File: config.mk
export PLATFORM = sky130hd
export DESIGN_NAME = i3c_hci
export DESIGN_NICKNAME = d
export VERILOG_FILES = /design/src/hdl/i3c_hci_pkg.sv /design/src/hdl/hci_addr_ctrl.sv /design/src/hdl/hci_csr_apb.sv /design/src/hdl/hci_queue.sv /design/src/hdl/i3c_hci.sv
export VERILOG_INCLUDE_DIRS = /design/src /design/src/include
export SDC_FILE = /design/constraint.sdc
export NUM_CORES = 1
export LEC_CHECK = 0
export ABC_AREA = 1
export ABC_CLOCK_PERIOD_IN_PS = 3950
export BUFFER_PORTS_ARGS = -buffer_cell sky130_fd_sc_hd__buf_2
export CAP_MARGIN = 20
export CORE_UTILIZATION = 60
export DETAILED_ROUTE_END_ITERATION = 10
export PLACE_DENSITY = 0.81
export SYNTH_ARGS = -nofsm -noshare
export SYNTH_HDL_FRONTEND = slang
export SYNTH_SLANG_ARGS = --single-unit
File: constraint.sdc
create_clock -name clk_i -period 3.95 [get_ports clk_i]
set_input_delay 0.395 -clock clk_i [delete_from_list [all_inputs] [get_ports clk_i]]
set_output_delay 0.395 -clock clk_i [all_outputs]
set_load 0.005 [all_outputs]
File: src/include/i3c_hci_params.svh
// Queue depth must fit in HCI_CNT_W bits and in a threshold field
// Register offsets are byte addresses of 32-bit registers
`ifndef I3C_HCI_PARAMS_SVH
`define I3C_HCI_PARAMS_SVH

`define HCI_DATA_W 32
`define HCI_ADDR_W 12
`define HCI_QUEUE_DEPTH 8
`define HCI_CNT_W 4
`define HCI_THLD_W 8
`define HCI_DA_W 7

// Register map
`define HCI_RESET_CONTROL_OFS 12'h010
`define HCI_COMMAND_PORT_OFS 12'h0C0
`define HCI_RESPONSE_PORT_OFS 12'h0C4
`define HCI_QUEUE_THLD_CTRL_OFS 12'h0D0
`define HCI_QUEUE_STATUS_OFS 12'h0D4
`define HCI_DEVICE_ADDR_OFS 12'h1A0

`define HCI_THLD_RESET 8'd1  // Both queue thresholds

`endif

File: src/hdl/i3c_hci_pkg.sv
// Bus and event types of the HCI core; widths come from the params header
`include "i3c_hci_params.svh"

package i3c_hci_pkg;

  // APB request, PSTRB not carried
  typedef struct packed {
    logic                   psel;
    logic                   penable;
    logic                   pwrite;
    logic [`HCI_ADDR_W-1:0] paddr;
    logic [`HCI_DATA_W-1:0] pwdata;
  } apb_req_t;

  typedef struct packed {
    logic [`HCI_DATA_W-1:0] prdata;
    logic                   pslverr;
  } apb_rsp_t;

  // Single-cycle strobes from the bus controller
  typedef struct packed {
    logic                 set_dasa;
    logic [`HCI_DA_W-1:0] dasa;
    logic                 rstdaa;
    logic                 set_newda;
    logic [`HCI_DA_W-1:0] newda;
    logic                 set_aasa;
  } daa_event_t;

  // Software write of DYNAMIC_ADDR and its valid bit
  typedef struct packed {
    logic                 we;
    logic [`HCI_DA_W-1:0] addr;
    logic                 valid;
  } addr_sw_wr_t;

  typedef struct packed {
    logic [`HCI_DA_W-1:0] addr;
    logic                 valid;
  } dyn_addr_t;

endpackage

File: src/hdl/hci_addr_ctrl.sv
// One update per cycle: RSTDAA, SETDASA, SETNEWDA, SETAASA, then software
`timescale 1ns/1ps
`include "i3c_hci_params.svh"

module hci_addr_ctrl (
  input  logic                        clk_i,
  input  logic                        rst_ni,
  input  i3c_hci_pkg::daa_event_t     daa_event_i,
  input  logic [`HCI_DA_W-1:0]        static_addr_i,
  input  i3c_hci_pkg::addr_sw_wr_t    addr_sw_wr_i,
  output i3c_hci_pkg::dyn_addr_t      dyn_addr_o
);

  logic [`HCI_DA_W-1:0] addr_q;
  logic [`HCI_DA_W-1:0] addr_d;
  logic valid_q;
  logic valid_d;
  logic upd;

  always_comb begin
    upd     = 1'b1;
    addr_d  = addr_q;
    valid_d = valid_q;
    if (daa_event_i.rstdaa) begin
      addr_d  = '0;
      valid_d = 1'b0;
    end else if (daa_event_i.set_dasa) begin
      addr_d  = daa_event_i.dasa;
      valid_d = 1'b1;
    end else if (daa_event_i.set_newda) begin
      addr_d  = daa_event_i.newda;
      valid_d = 1'b1;
    end else if (daa_event_i.set_aasa) begin
      addr_d  = static_addr_i;  // Static address becomes dynamic
      valid_d = 1'b1;
    end else if (addr_sw_wr_i.we) begin
      addr_d  = addr_sw_wr_i.addr;
      valid_d = addr_sw_wr_i.valid;
    end else begin
      upd = 1'b0;
    end
  end

  always_ff @(posedge clk_i or negedge rst_ni) begin
    if (!rst_ni) begin
      addr_q  <= '0;
      valid_q <= 1'b0;
    end else if (upd) begin
      addr_q  <= addr_d;
      valid_q <= valid_d;
    end
  end

  assign dyn_addr_o.addr  = addr_q;
  assign dyn_addr_o.valid = valid_q;

endmodule

File: src/hdl/hci_csr_apb.sv
// Zero wait state APB slave, no PSTRB; error accesses have no side effects
// Thresholds above the queue depth are stored as the depth
`timescale 1ns/1ps
`include "i3c_hci_params.svh"

module hci_csr_apb (
  input  logic                        clk_i,
  input  logic                        rst_ni,
  input  i3c_hci_pkg::apb_req_t       apb_req_i,
  output i3c_hci_pkg::apb_rsp_t       apb_rsp_o,
  output logic                        cmd_push_o,
  input  logic                        cmd_full_i,
  output logic                        resp_pop_o,
  input  logic [`HCI_DATA_W-1:0]      resp_head_i,
  input  logic [`HCI_CNT_W-1:0]       resp_count_i,
  input  logic [`HCI_CNT_W-1:0]       cmd_count_i,
  output logic                        cmd_flush_o,
  output logic                        resp_flush_o,
  output logic [`HCI_DA_W-1:0]        static_addr_o,
  output i3c_hci_pkg::addr_sw_wr_t    addr_sw_wr_o,
  input  i3c_hci_pkg::dyn_addr_t      dyn_addr_i,
  output logic                        cmd_thld_trig_o,
  output logic                        resp_thld_trig_o
);

  localparam logic [`HCI_THLD_W-1:0] DepthThld = `HCI_THLD_W'(`HCI_QUEUE_DEPTH);

  logic access;
  logic err;
  logic wr_en;
  logic rd_en;
  logic sel_rst;
  logic sel_cmd;
  logic sel_resp;
  logic sel_thld;
  logic sel_stat;
  logic sel_addr;
  logic mapped;
  logic resp_empty;
  logic cmd_rst_q;
  logic resp_rst_q;
  logic [`HCI_THLD_W-1:0] cmd_thld_q;
  logic [`HCI_THLD_W-1:0] resp_thld_q;
  logic [`HCI_DA_W-1:0] static_addr_q;
  logic static_valid_q;
  logic [`HCI_CNT_W-1:0] cmd_free;
  logic [`HCI_DATA_W-1:0] rdata;

  function automatic logic [`HCI_THLD_W-1:0] clamp_thld(input logic [`HCI_THLD_W-1:0] val);
    return (val > DepthThld) ? DepthThld : val;
  endfunction

  // Address decode
  assign sel_rst  = (apb_req_i.paddr == `HCI_RESET_CONTROL_OFS);
  assign sel_cmd  = (apb_req_i.paddr == `HCI_COMMAND_PORT_OFS);
  assign sel_resp = (apb_req_i.paddr == `HCI_RESPONSE_PORT_OFS);
  assign sel_thld = (apb_req_i.paddr == `HCI_QUEUE_THLD_CTRL_OFS);
  assign sel_stat = (apb_req_i.paddr == `HCI_QUEUE_STATUS_OFS);
  assign sel_addr = (apb_req_i.paddr == `HCI_DEVICE_ADDR_OFS);
  assign mapped   = sel_rst | sel_cmd | sel_resp | sel_thld | sel_stat | sel_addr;

  assign access     = apb_req_i.psel & apb_req_i.penable;
  assign resp_empty = (resp_count_i == '0);

  assign err = access & (~mapped
                         | (apb_req_i.pwrite & sel_cmd & cmd_full_i)
                         | (~apb_req_i.pwrite & sel_resp & resp_empty));

  assign wr_en = access & apb_req_i.pwrite & ~err;
  assign rd_en = access & ~apb_req_i.pwrite & ~err;

  assign cmd_push_o = wr_en & sel_cmd;
  assign resp_pop_o = rd_en & sel_resp;  // Head leaves as it is read

  always_comb begin
    rdata = '0;
    if (sel_rst) begin
      rdata[1] = cmd_rst_q;
      rdata[2] = resp_rst_q;
    end
    if (sel_resp) begin
      rdata = resp_head_i;
    end
    if (sel_thld) begin
      rdata[15:0] = {resp_thld_q, cmd_thld_q};
    end
    if (sel_stat) begin
      rdata[`HCI_CNT_W-1:0] = cmd_count_i;
      rdata[8 +: `HCI_CNT_W] = resp_count_i;
    end
    if (sel_addr) begin
      rdata = {dyn_addr_i.valid, 8'b0, dyn_addr_i.addr, static_valid_q, 8'b0, static_addr_q};
    end
  end

  assign apb_rsp_o.prdata  = rd_en ? rdata : '0;
  assign apb_rsp_o.pslverr = err;

  always_ff @(posedge clk_i or negedge rst_ni) begin
    if (!rst_ni) begin
      cmd_rst_q      <= 1'b0;
      resp_rst_q     <= 1'b0;
      cmd_thld_q     <= `HCI_THLD_RESET;
      resp_thld_q    <= `HCI_THLD_RESET;
      static_addr_q  <= '0;
      static_valid_q <= 1'b0;
    end else begin
      // Held for one cycle, the queue is empty after it
      cmd_rst_q  <= wr_en & sel_rst & apb_req_i.pwdata[1];
      resp_rst_q <= wr_en & sel_rst & apb_req_i.pwdata[2];
      if (wr_en && sel_thld) begin
        cmd_thld_q  <= clamp_thld(apb_req_i.pwdata[7:0]);
        resp_thld_q <= clamp_thld(apb_req_i.pwdata[15:8]);
      end
      if (wr_en && sel_addr) begin
        static_addr_q  <= apb_req_i.pwdata[`HCI_DA_W-1:0];
        static_valid_q <= apb_req_i.pwdata[15];
      end
    end
  end

  assign cmd_flush_o   = cmd_rst_q;
  assign resp_flush_o  = resp_rst_q;
  assign static_addr_o = static_addr_q;

  // Dynamic address lives in the address block
  assign addr_sw_wr_o.we    = wr_en & sel_addr;
  assign addr_sw_wr_o.addr  = apb_req_i.pwdata[16 +: `HCI_DA_W];
  assign addr_sw_wr_o.valid = apb_req_i.pwdata[31];

  // Free command slots against CMD_EMPTY_BUF_THLD
  assign cmd_free = `HCI_CNT_W'(`HCI_QUEUE_DEPTH) - cmd_count_i;
  assign cmd_thld_trig_o  = (`HCI_THLD_W'(cmd_free) >= cmd_thld_q);
  assign resp_thld_trig_o = (`HCI_THLD_W'(resp_count_i) >= resp_thld_q);

endmodule

File: src/hdl/hci_queue.sv
// Register-array FIFO; CntW must hold the value Depth
// Flush wins over a push on the same edge
`timescale 1ns/1ps
`include "i3c_hci_params.svh"

module hci_queue #(
  parameter int unsigned Depth = `HCI_QUEUE_DEPTH,
  parameter int unsigned DataW = `HCI_DATA_W,
  parameter int unsigned CntW  = `HCI_CNT_W
) (
  input  logic             clk_i,
  input  logic             rst_ni,
  input  logic             flush_i,
  input  logic             wvalid_i,
  output logic             wready_o,
  input  logic [DataW-1:0] wdata_i,
  output logic             rvalid_o,
  input  logic             rready_i,
  output logic [DataW-1:0] rdata_o,
  output logic [CntW-1:0]  count_o
);

  localparam int unsigned PtrW = (Depth > 1) ? $clog2(Depth) : 1;

  logic [DataW-1:0] mem_q [Depth];
  logic [PtrW-1:0] wptr_q;
  logic [PtrW-1:0] rptr_q;
  logic [CntW-1:0] count_q;
  logic push;
  logic pop;

  // Wraps at Depth, which need not be a power of two
  function automatic logic [PtrW-1:0] ptr_inc(input logic [PtrW-1:0] ptr);
    return (ptr == PtrW'(Depth - 1)) ? '0 : ptr + 1'b1;
  endfunction

  assign wready_o = (count_q != CntW'(Depth));
  assign rvalid_o = (count_q != '0);
  assign push     = wvalid_i & wready_o;
  assign pop      = rvalid_o & rready_i;
  assign rdata_o  = mem_q[rptr_q];
  assign count_o  = count_q;

  always_ff @(posedge clk_i or negedge rst_ni) begin
    if (!rst_ni) begin
      wptr_q  <= '0;
      rptr_q  <= '0;
      count_q <= '0;
    end else if (flush_i) begin
      wptr_q  <= '0;
      rptr_q  <= '0;
      count_q <= '0;
    end else begin
      if (push) begin
        wptr_q <= ptr_inc(wptr_q);
      end
      if (pop) begin
        rptr_q <= ptr_inc(rptr_q);
      end
      if (push && !pop) begin
        count_q <= count_q + 1'b1;
      end else if (pop && !push) begin
        count_q <= count_q - 1'b1;
      end
    end
  end

  // Storage
  always_ff @(posedge clk_i) begin
    if (push) begin
      mem_q[wptr_q] <= wdata_i;
    end
  end

endmodule

File: src/hdl/i3c_hci.sv
// HCI core with command and response queues of HCI_QUEUE_DEPTH words
// APB has zero wait states; controller side uses valid/ready
`timescale 1ns/1ps
`include "i3c_hci_params.svh"

module i3c_hci (
  input  logic                     clk_i,
  input  logic                     rst_ni,
  input  i3c_hci_pkg::apb_req_t    apb_req_i,
  output i3c_hci_pkg::apb_rsp_t    apb_rsp_o,
  output logic                     cmd_rvalid_o,
  input  logic                     cmd_rready_i,
  output logic [`HCI_DATA_W-1:0]   cmd_rdata_o,
  input  logic                     resp_wvalid_i,
  output logic                     resp_wready_o,
  input  logic [`HCI_DATA_W-1:0]   resp_wdata_i,
  input  i3c_hci_pkg::daa_event_t  daa_event_i,
  output i3c_hci_pkg::dyn_addr_t   dyn_addr_o,
  output logic                     cmd_thld_trig_o,
  output logic                     resp_thld_trig_o
);
  import i3c_hci_pkg::*;

  logic cmd_push;
  logic cmd_wready;
  logic cmd_full;
  logic cmd_flush;
  logic resp_pop;
  logic resp_flush;
  logic [`HCI_DATA_W-1:0] resp_head;
  logic [`HCI_CNT_W-1:0] cmd_count;
  logic [`HCI_CNT_W-1:0] resp_count;
  logic [`HCI_DA_W-1:0] static_addr;
  addr_sw_wr_t addr_sw_wr;

  assign cmd_full = ~cmd_wready;

  hci_csr_apb csr_i (
    .clk_i,
    .rst_ni,
    .apb_req_i,
    .apb_rsp_o,
    .cmd_push_o      (cmd_push),
    .cmd_full_i      (cmd_full),
    .resp_pop_o      (resp_pop),
    .resp_head_i     (resp_head),
    .resp_count_i    (resp_count),
    .cmd_count_i     (cmd_count),
    .cmd_flush_o     (cmd_flush),
    .resp_flush_o    (resp_flush),
    .static_addr_o   (static_addr),
    .addr_sw_wr_o    (addr_sw_wr),
    .dyn_addr_i      (dyn_addr_o),
    .cmd_thld_trig_o,
    .resp_thld_trig_o
  );

  // Software fills, controller drains
  hci_queue cmd_queue (
    .clk_i,
    .rst_ni,
    .flush_i  (cmd_flush),
    .wvalid_i (cmd_push),
    .wready_o (cmd_wready),
    .wdata_i  (apb_req_i.pwdata),
    .rvalid_o (cmd_rvalid_o),
    .rready_i (cmd_rready_i),
    .rdata_o  (cmd_rdata_o),
    .count_o  (cmd_count)
  );

  // Controller fills, software drains; empty is seen through the count
  hci_queue resp_queue (
    .clk_i,
    .rst_ni,
    .flush_i  (resp_flush),
    .wvalid_i (resp_wvalid_i),
    .wready_o (resp_wready_o),
    .wdata_i  (resp_wdata_i),
    .rvalid_o (),
    .rready_i (resp_pop),
    .rdata_o  (resp_head),
    .count_o  (resp_count)
  );

  hci_addr_ctrl addr_ctrl_i (
    .clk_i,
    .rst_ni,
    .daa_event_i,
    .static_addr_i (static_addr),
    .addr_sw_wr_i  (addr_sw_wr),
    .dyn_addr_o
  );

endmodule

Word-level counts from Yosys, hierarchy flattened. Memory sizes are Yosys's and may differ from the RTL's. Cells that the tools add are included.

Flip-flop bits (word level): 54. Bits of input ports: 101. Memory bits (writable): 512. Word-level logic and storage cells: 139. Memories kept: 2.

Memory list: cmd_queue.mem_q (depth 8, bits a word 32, read ports 1, clocked after memory_dff 0, write ports 1, line hci_queue.sv:25) `logic [DataW-1:0] mem_q [Depth];`; resp_queue.mem_q (depth 8, bits a word 32, read ports 1, clocked after memory_dff 0, write ports 1, line hci_queue.sv:25).

Multiplexer cells: 46. Eq/ne operators: 12. $lt $le $gt $ge: 4. Reductions and logical operators: 21. Add/subtract/negate cells: 9. Bitwise operators: 31.

Operators by type and width (count): 32-bit 2-to-1 mux (3); 12-bit by 8-bit equality test with 1-bit output, second input constant (4); 3-bit 2-to-1 mux (12); 7-bit 2-to-1 mux (5); 4-bit 2-to-1 mux (8); 1-bit AND (20); 4-bit by 8-bit greater-or-equal comparator with 1-bit output (2); 8-bit by 4-bit greater-than comparator with 1-bit output, second input constant (2); 16-bit 2-to-1 mux (1); 8-bit 2-to-1 mux (2); 1-bit 2-to-1 mux (14); 3-bit by 1-bit adder with 3-bit output, second input constant (4); 12-bit by 5-bit equality test with 1-bit output, second input constant (1); 12-bit by 9-bit equality test with 1-bit output, second input constant (1); 3-bit equality test, second input constant (4); 4-bit by 1-bit adder with 4-bit output, second input constant (2); 4-bit inequality test, second input constant (2); 2-bit nonzero test (4); 4-bit nonzero test (2); 4-bit by 1-bit subtractor with 4-bit output, second input constant (2); 1-bit OR (7); 1-bit logical AND (6); 3-bit nonzero test (2); 5-bit nonzero test (1); other kinds (6) (12).

Longest topological paths before layout.
Depth after elaboration: 19. Depth in mapped cells: 18. Mapped depth without buffers: 18.

Cells and area by module. From an unflattened synthesis, not the netlist that was laid out.

Cells, all modules: 2124. Area, all modules: 24440.9 um^2.

By module, submodules not included: hci_queue (resp_queue) (cells an instance 817, instances 1, area each 10588.9 um^2); hci_queue (cmd_queue) (cells an instance 817, instances 1, area each 10566.4 um^2); hci_csr_apb (cells an instance 387, instances 1, area each 2667.6 um^2); hci_addr_ctrl (cells an instance 102, instances 1, area each 614.3 um^2); i3c_hci (cells an instance 1, instances 1, area each 3.8 um^2).

Worst setup path after synthesis. OpenSTA, ideal clock, no wires.

Kind: reg2reg. Start point: register cmd_queue.count_q[0] (netlist: cmd_queue.count_o[0]). End point: memory cmd_queue.mem_q[1][0] (netlist bit), enable pin. Library setup time: 0.421 ns. Arrival time: 2.849 ns. Cell stages (with the launch flop): 12. Path slack: 0.680 ns. Path through: dfrtp_1 > inv_1 > ha_1 > nand3_1 > nor2_1 > nand3_1 > nand2_1 > inv_2 > nand4_2 > nor2_1 > inv_1 > nor2_1.

Cells in the longest elaborated chain, start to end: 12.

Ends and longest elaborated chain: start, declared (line hci_queue.sv:28) `logic [CntW-1:0] count_q;`; start signal, assigned (line hci_queue.sv:61) `count_q <= count_q + 1'b1;`; start signal, assigned (line hci_queue.sv:63) `count_q <= count_q - 1'b1;`; 4-bit inequality test (*) (line hci_queue.sv:37) `assign wready_o = (count_q != CntW'(Depth));`; 1-bit inverter (line i3c_hci.sv:36) `assign cmd_full = ~cmd_wready;`; 1-bit AND (line hci_csr_apb.sv:66) `| (apb_req_i.pwrite & sel_cmd & cmd_full_i)`; 1-bit OR (line hci_csr_apb.sv:66); 1-bit OR (line hci_csr_apb.sv:67) `| (~apb_req_i.pwrite & sel_resp & resp_empty));`; 1-bit AND (line hci_csr_apb.sv:65) `assign err = access & (~mapped`; 1-bit inverter (line hci_csr_apb.sv:69) `assign wr_en = access & apb_req_i.pwrite & ~err;`; 1-bit AND (line hci_csr_apb.sv:69); 1-bit AND (line hci_csr_apb.sv:72) `assign cmd_push_o = wr_en & sel_cmd;`; 1-bit AND (*) (line hci_queue.sv:39) `assign push = wvalid_i & wready_o;`; 1-bit 2-to-1 mux (*) (line hci_queue.sv:70) `if (push) begin`; 1-bit 2-to-1 mux (not written as such) (*) (line hci_queue.sv:71) `mem_q[wptr_q] <= wdata_i;`; end, declared (line hci_queue.sv:25).

Every way passes the cells marked *; elsewhere a longest branch is shown, timed or not.

Final worst setup path.
Start point: register cmd_queue.rptr_q[0]. End point: output cmd_rdata_o[3].

Cells in the longest elaborated chain, start to end: 1.

Ends and longest elaborated chain: start, declared (line hci_queue.sv:27) `logic [PtrW-1:0] rptr_q;`; start signal, assigned (line hci_queue.sv:58) `rptr_q <= ptr_inc(rptr_q);`; memory read 8 x 32 bit; end, declared (line i3c_hci.sv:13) `` output logic [`HCI_DATA_W-1:0] cmd_rdata_o, ``.

Every way passes these cells.

==> Flow_metrics.wiki <==
{| class="wikitable"
! Metric !! Value
|-
| Result of the run || complete, no violations
|-
| Clock tree root driver cell || clkbuf_16
|-
| Area Growth Syn to Fin || 14.3%
|-
| Floorplan core area || 38600 um2
|-
| Die Height || 200 um
|-
| Cell-by-cell listing of the critical path || inv_2 > buf_4 > o21ai_0 > o22ai_1 > nor2_1 > a31oi_1 > buf_2
|-
| Wire length per cell after detailed routing || 21.9 um
|-
| GRT Resource Usage Total || 0.291
|-
| Unique masters post-synth || 51
|-
| Top FF cell, synth || edfxtp_1
|-
| Headroom to the max-slew limit || 0.316
|-
| Sum of net half-perimeters after detailed placement || 34.7 mm
|-
| Number of levels the H-tree was split into || 2
|-
| Total I/O pin count || 178
|-
| Via-to-Cell Ratio || 6.12
|-
| Number of optimization iterations in the first detailed-route pass || 6
|-
| Vias || 16300
|-
| Die W || 200 um
|-
| Total congestion overflow after global routing || 0
|-
| Layout cell share with drive strength beyond 1 || 0.167
|-
| Max rail drop VDD || 0.000417 V
|-
| Total Die Area || 40000 um2
|-
| Crit Path Max Fanout || 44
|-
| Flip-flop and latch count after synthesis || 566
|-
| Detailed route wirelength on metal2 || 29.1 mm
|-
| Count of pins over their slew limit || 0
|-
| Drc violations || 0
|-
| First-pass GRT wire length || 86.7 mm
|-
| Post-synthesis instance area || 23500 um2
|-
| DRT antenna net count || 0
|-
| Launching point of the worst reg2reg path || cmd_queue.count_o[0]
|-
| EDFF count, synth || 512
|-
| Initial Utilization || 0.608
|-
| Crit path arrival time || 3000 ps
|-
| Clock Pin Slew Worst Setup and Hold Paths || 60 ps
|-
| Max Cap Viol || 0
|-
| Unrepaired setup endpoints after global routing || false
|-
| WL met1 || 21.2 mm
|-
| Metal3 WL || 5.95 mm
|-
| Worst Path Required || 3560 ps
|-
| RePlAce Congestion || 0.878
|-
| Count of cells resized by post-cts repair || 0
|-
| Clk_lat worst skew || 600 ps
|-
| Family with the most delay on the worst path || buffers and inverters
|-
| Final WL || 58.3 mm
|-
| Worst Path Buf+Inv || 3
|-
| PortBufs || 177
|-
| Final core occ || 0.695
|-
| Final critical delay including setup and external delays || 3390 ps
|-
| Startpoint of the worst hold path || resp_wdata_i[18]
|-
| Number of hold violations in the final report || 0
|-
| Startpoint kind of the worst setup timing path || register
|-
| Number of buffers added by the clock tree synthesis step || 54
|-
| Power per standard cell area || 588 nW/um2
|-
| Max Clk Rate || 295 MHz
|-
| Pin count of the biggest net entering global routing || 131
|-
| TritonCTS sink count || 566
|-
| Initial antenna violation count || 6
|-
| Final period utilization || 0.859
|-
| Leakage power total || 9.64 nW
|-
| DRC violation total after the first TritonRoute iteration || 1727
|-
| Register area share after synthesis || 0.712
|-
| Top Layer Used || met5
|-
| Delay of the slowest critical-path stage || 670 ps
|-
| Launch point of the worst path || cmd_queue.rptr_q[0]
|-
| Measured slew at the worst slew-check pin || 1020 ps
|-
| Hold WS || 56.4 ps
|-
| NumNets Final || 2224
|-
| Slowest CP cell || dfrtp_4
|-
| Worst-case clock skew || 16.4 ps
|-
| Number of setup violations in the final report || 0
|-
| Via count of the first global-routing pass || 16000
|-
| Asr flop ratio synth || 0.0954
|-
| Post-layout instance count excluding filler cells || 2668
|-
| Placed cell count || 2560
|-
| WS Path Type || register to output pin
|-
| Crit. End Element || output pin
|-
| Site Rows || 72
|-
| Syn Inst Count || 1944
|-
| Clock tree from TritonCTS || done
|-
| Setup tns final || 0 ps
|-
| Number of buffers on the longest clock path || 3
|-
| Class of the tightest hold or removal check || input pin to register
|-
| Post-Synthesis Mean Instance Area || 12.1 um2
|-
| Mapped Nets || 2068
|-
| Number of warnings reported in the yosys synthesis log || 0
|}
[metal layers]
| metal | GRT usage | vias to the layer above |
|---|---|---|
| li1 | - | 7370 |
| met3 | 0.0605 | 152 |
| met1 | 0.366 | 7840 |
| met5 | 0 | - |
| met4 | 0.137 | 6 |
| met2 | 0.485 | 954 |
[cell usage after synthesis, types with 4 or more instances]
library cell / instances / share of area
nor2_1: 425 / 0.068
nand4_1: 15 / 0.0040
edfxtp_1: 512 / 0.65
o221ai_1: 48 / 0.018
buf_1: 9 / 0.0014
clkbuf_1: 88 / 0.014
o22ai_1: 35 / 0.0093
dfrtp_1: 52 / 0.055
xor2_1: 4 / 0.0015
nor3_1: 9 / 0.0019
inv_2: 6 / 0.00096
nand3_1: 68 / 0.014
a211oi_1: 8 / 0.0026
nand2_2: 7 / 0.0019
o21ai_0: 295 / 0.063
a21oi_1: 26 / 0.0055
nor2_2: 5 / 0.0013
nand2_4: 5 / 0.0024
o211ai_1: 4 / 0.0013
a31oi_1: 38 / 0.010
o221a_2: 4 / 0.0019
o21ai_1: 7 / 0.0015
ha_1: 21 / 0.011
nand2_1: 123 / 0.020
inv_1: 74 / 0.012
buf_2: 14 / 0.0030
[registers in the layout, indices dropped and copies added (netlist names)]
register and cells:
addr_ctrl_i.addr_q 7, addr_ctrl_i.valid_q 1, cmd_queue.count_o 4, cmd_queue.mem_q 256
cmd_queue.rptr_q 3, cmd_queue.wptr_q 3, csr_i.cmd_flush_o 1, csr_i.cmd_thld_q 8
csr_i.resp_flush_o 1, csr_i.resp_thld_q 8, csr_i.static_addr_o 7, csr_i.static_valid_q 1
resp_queue.count_o 4, resp_queue.mem_q 256, resp_queue.rptr_q 3, resp_queue.wptr_q 3
[layout by cell type, fill, tap and decap left out, types with 48 or more instances in the layout]
master and count:
buf_2 177, clkbuf_16 57, dfrtp_1 49, edfxtp_1 512, inv_1 70, nand2_1 123, nand3_1 68, nor2_1 409
o21ai_0 295, o221ai_1 48
[worst paths after layout]
path / to / slack, ps / depth (start not counted)
worst max-delay path: cmd_rdata_o[3] / 560 / 7
max in group asynchronous: csr_i.cmd_thld_q[0] / 2680 / 3
min in group asynchronous: csr_i.resp_thld_q[7] / 380 / 2
worst max register to register: resp_queue.count_o[3] / 980 / 18
worst min register to register: csr_i.cmd_thld_q[3] / 490 / 1
worst min-delay path: resp_queue.mem_q[0][18] / 60 / 1
[cell type report]
| class | instances | area, um2 |
|---|---|---|
| Inverter | 83 | 314 |
| Antenna cell | 5 | 12.5 |
| Clock buffer | 74 | 1530 |
| Sequential cell | 566 | 16700 |
| Tap cell | 518 | 648 |
| Multi-Input combinational cell | 1179 | 6100 |
| Timing Repair Buffer | 216 | 1240 |
| Fill cell | 2521 | 11800 |
| Clock inverter | 27 | 282 |
[cell families (layout without fill, tap and decap cells)]
family | Yosys count | in the layout | share of synthesized area
buffers and inverters | 199 | 400 | 0.0337
XOR/XNOR | 6 | 6 | 0.00224
other | 0 | 5 | 0
AO/OA/AOI/OAI | 478 | 478 | 0.117
AND/OR/NAND/NOR | 672 | 672 | 0.122
flip-flops | 566 | 566 | 0.712
adder cells (fa/ha/maj) | 23 | 23 | 0.0129
[power by group]
part	internal [W]	switching [W]
registers	0.00700	0.000241
clock network	0.00310	0.00215
logic	0.00111	0.00221
[metrics by stage]
| stage | area [um2] | power (W) | setup slack, ps |
|---|---|---|---|
| finish | 26900 | 0.0158 | 558 |
| global route | 26900 | 0.0165 | 413 |
| CTS | 26800 | 0.0158 | 515 |
| global placement | 25000 | 0.0105 | 1100 |
| floorplan | 23500 | 0.00936 | 680 |
| detailed placement | 25000 | 0.0106 | 1020 |
[what timing repair did]
item                                   4_1_cts  5_1_grt
endpoints found under the hold margin       26        0
hold buffers                                 1        0
setup buffers                                0        0
Note: power is estimated with default switching activity, not from simulation.
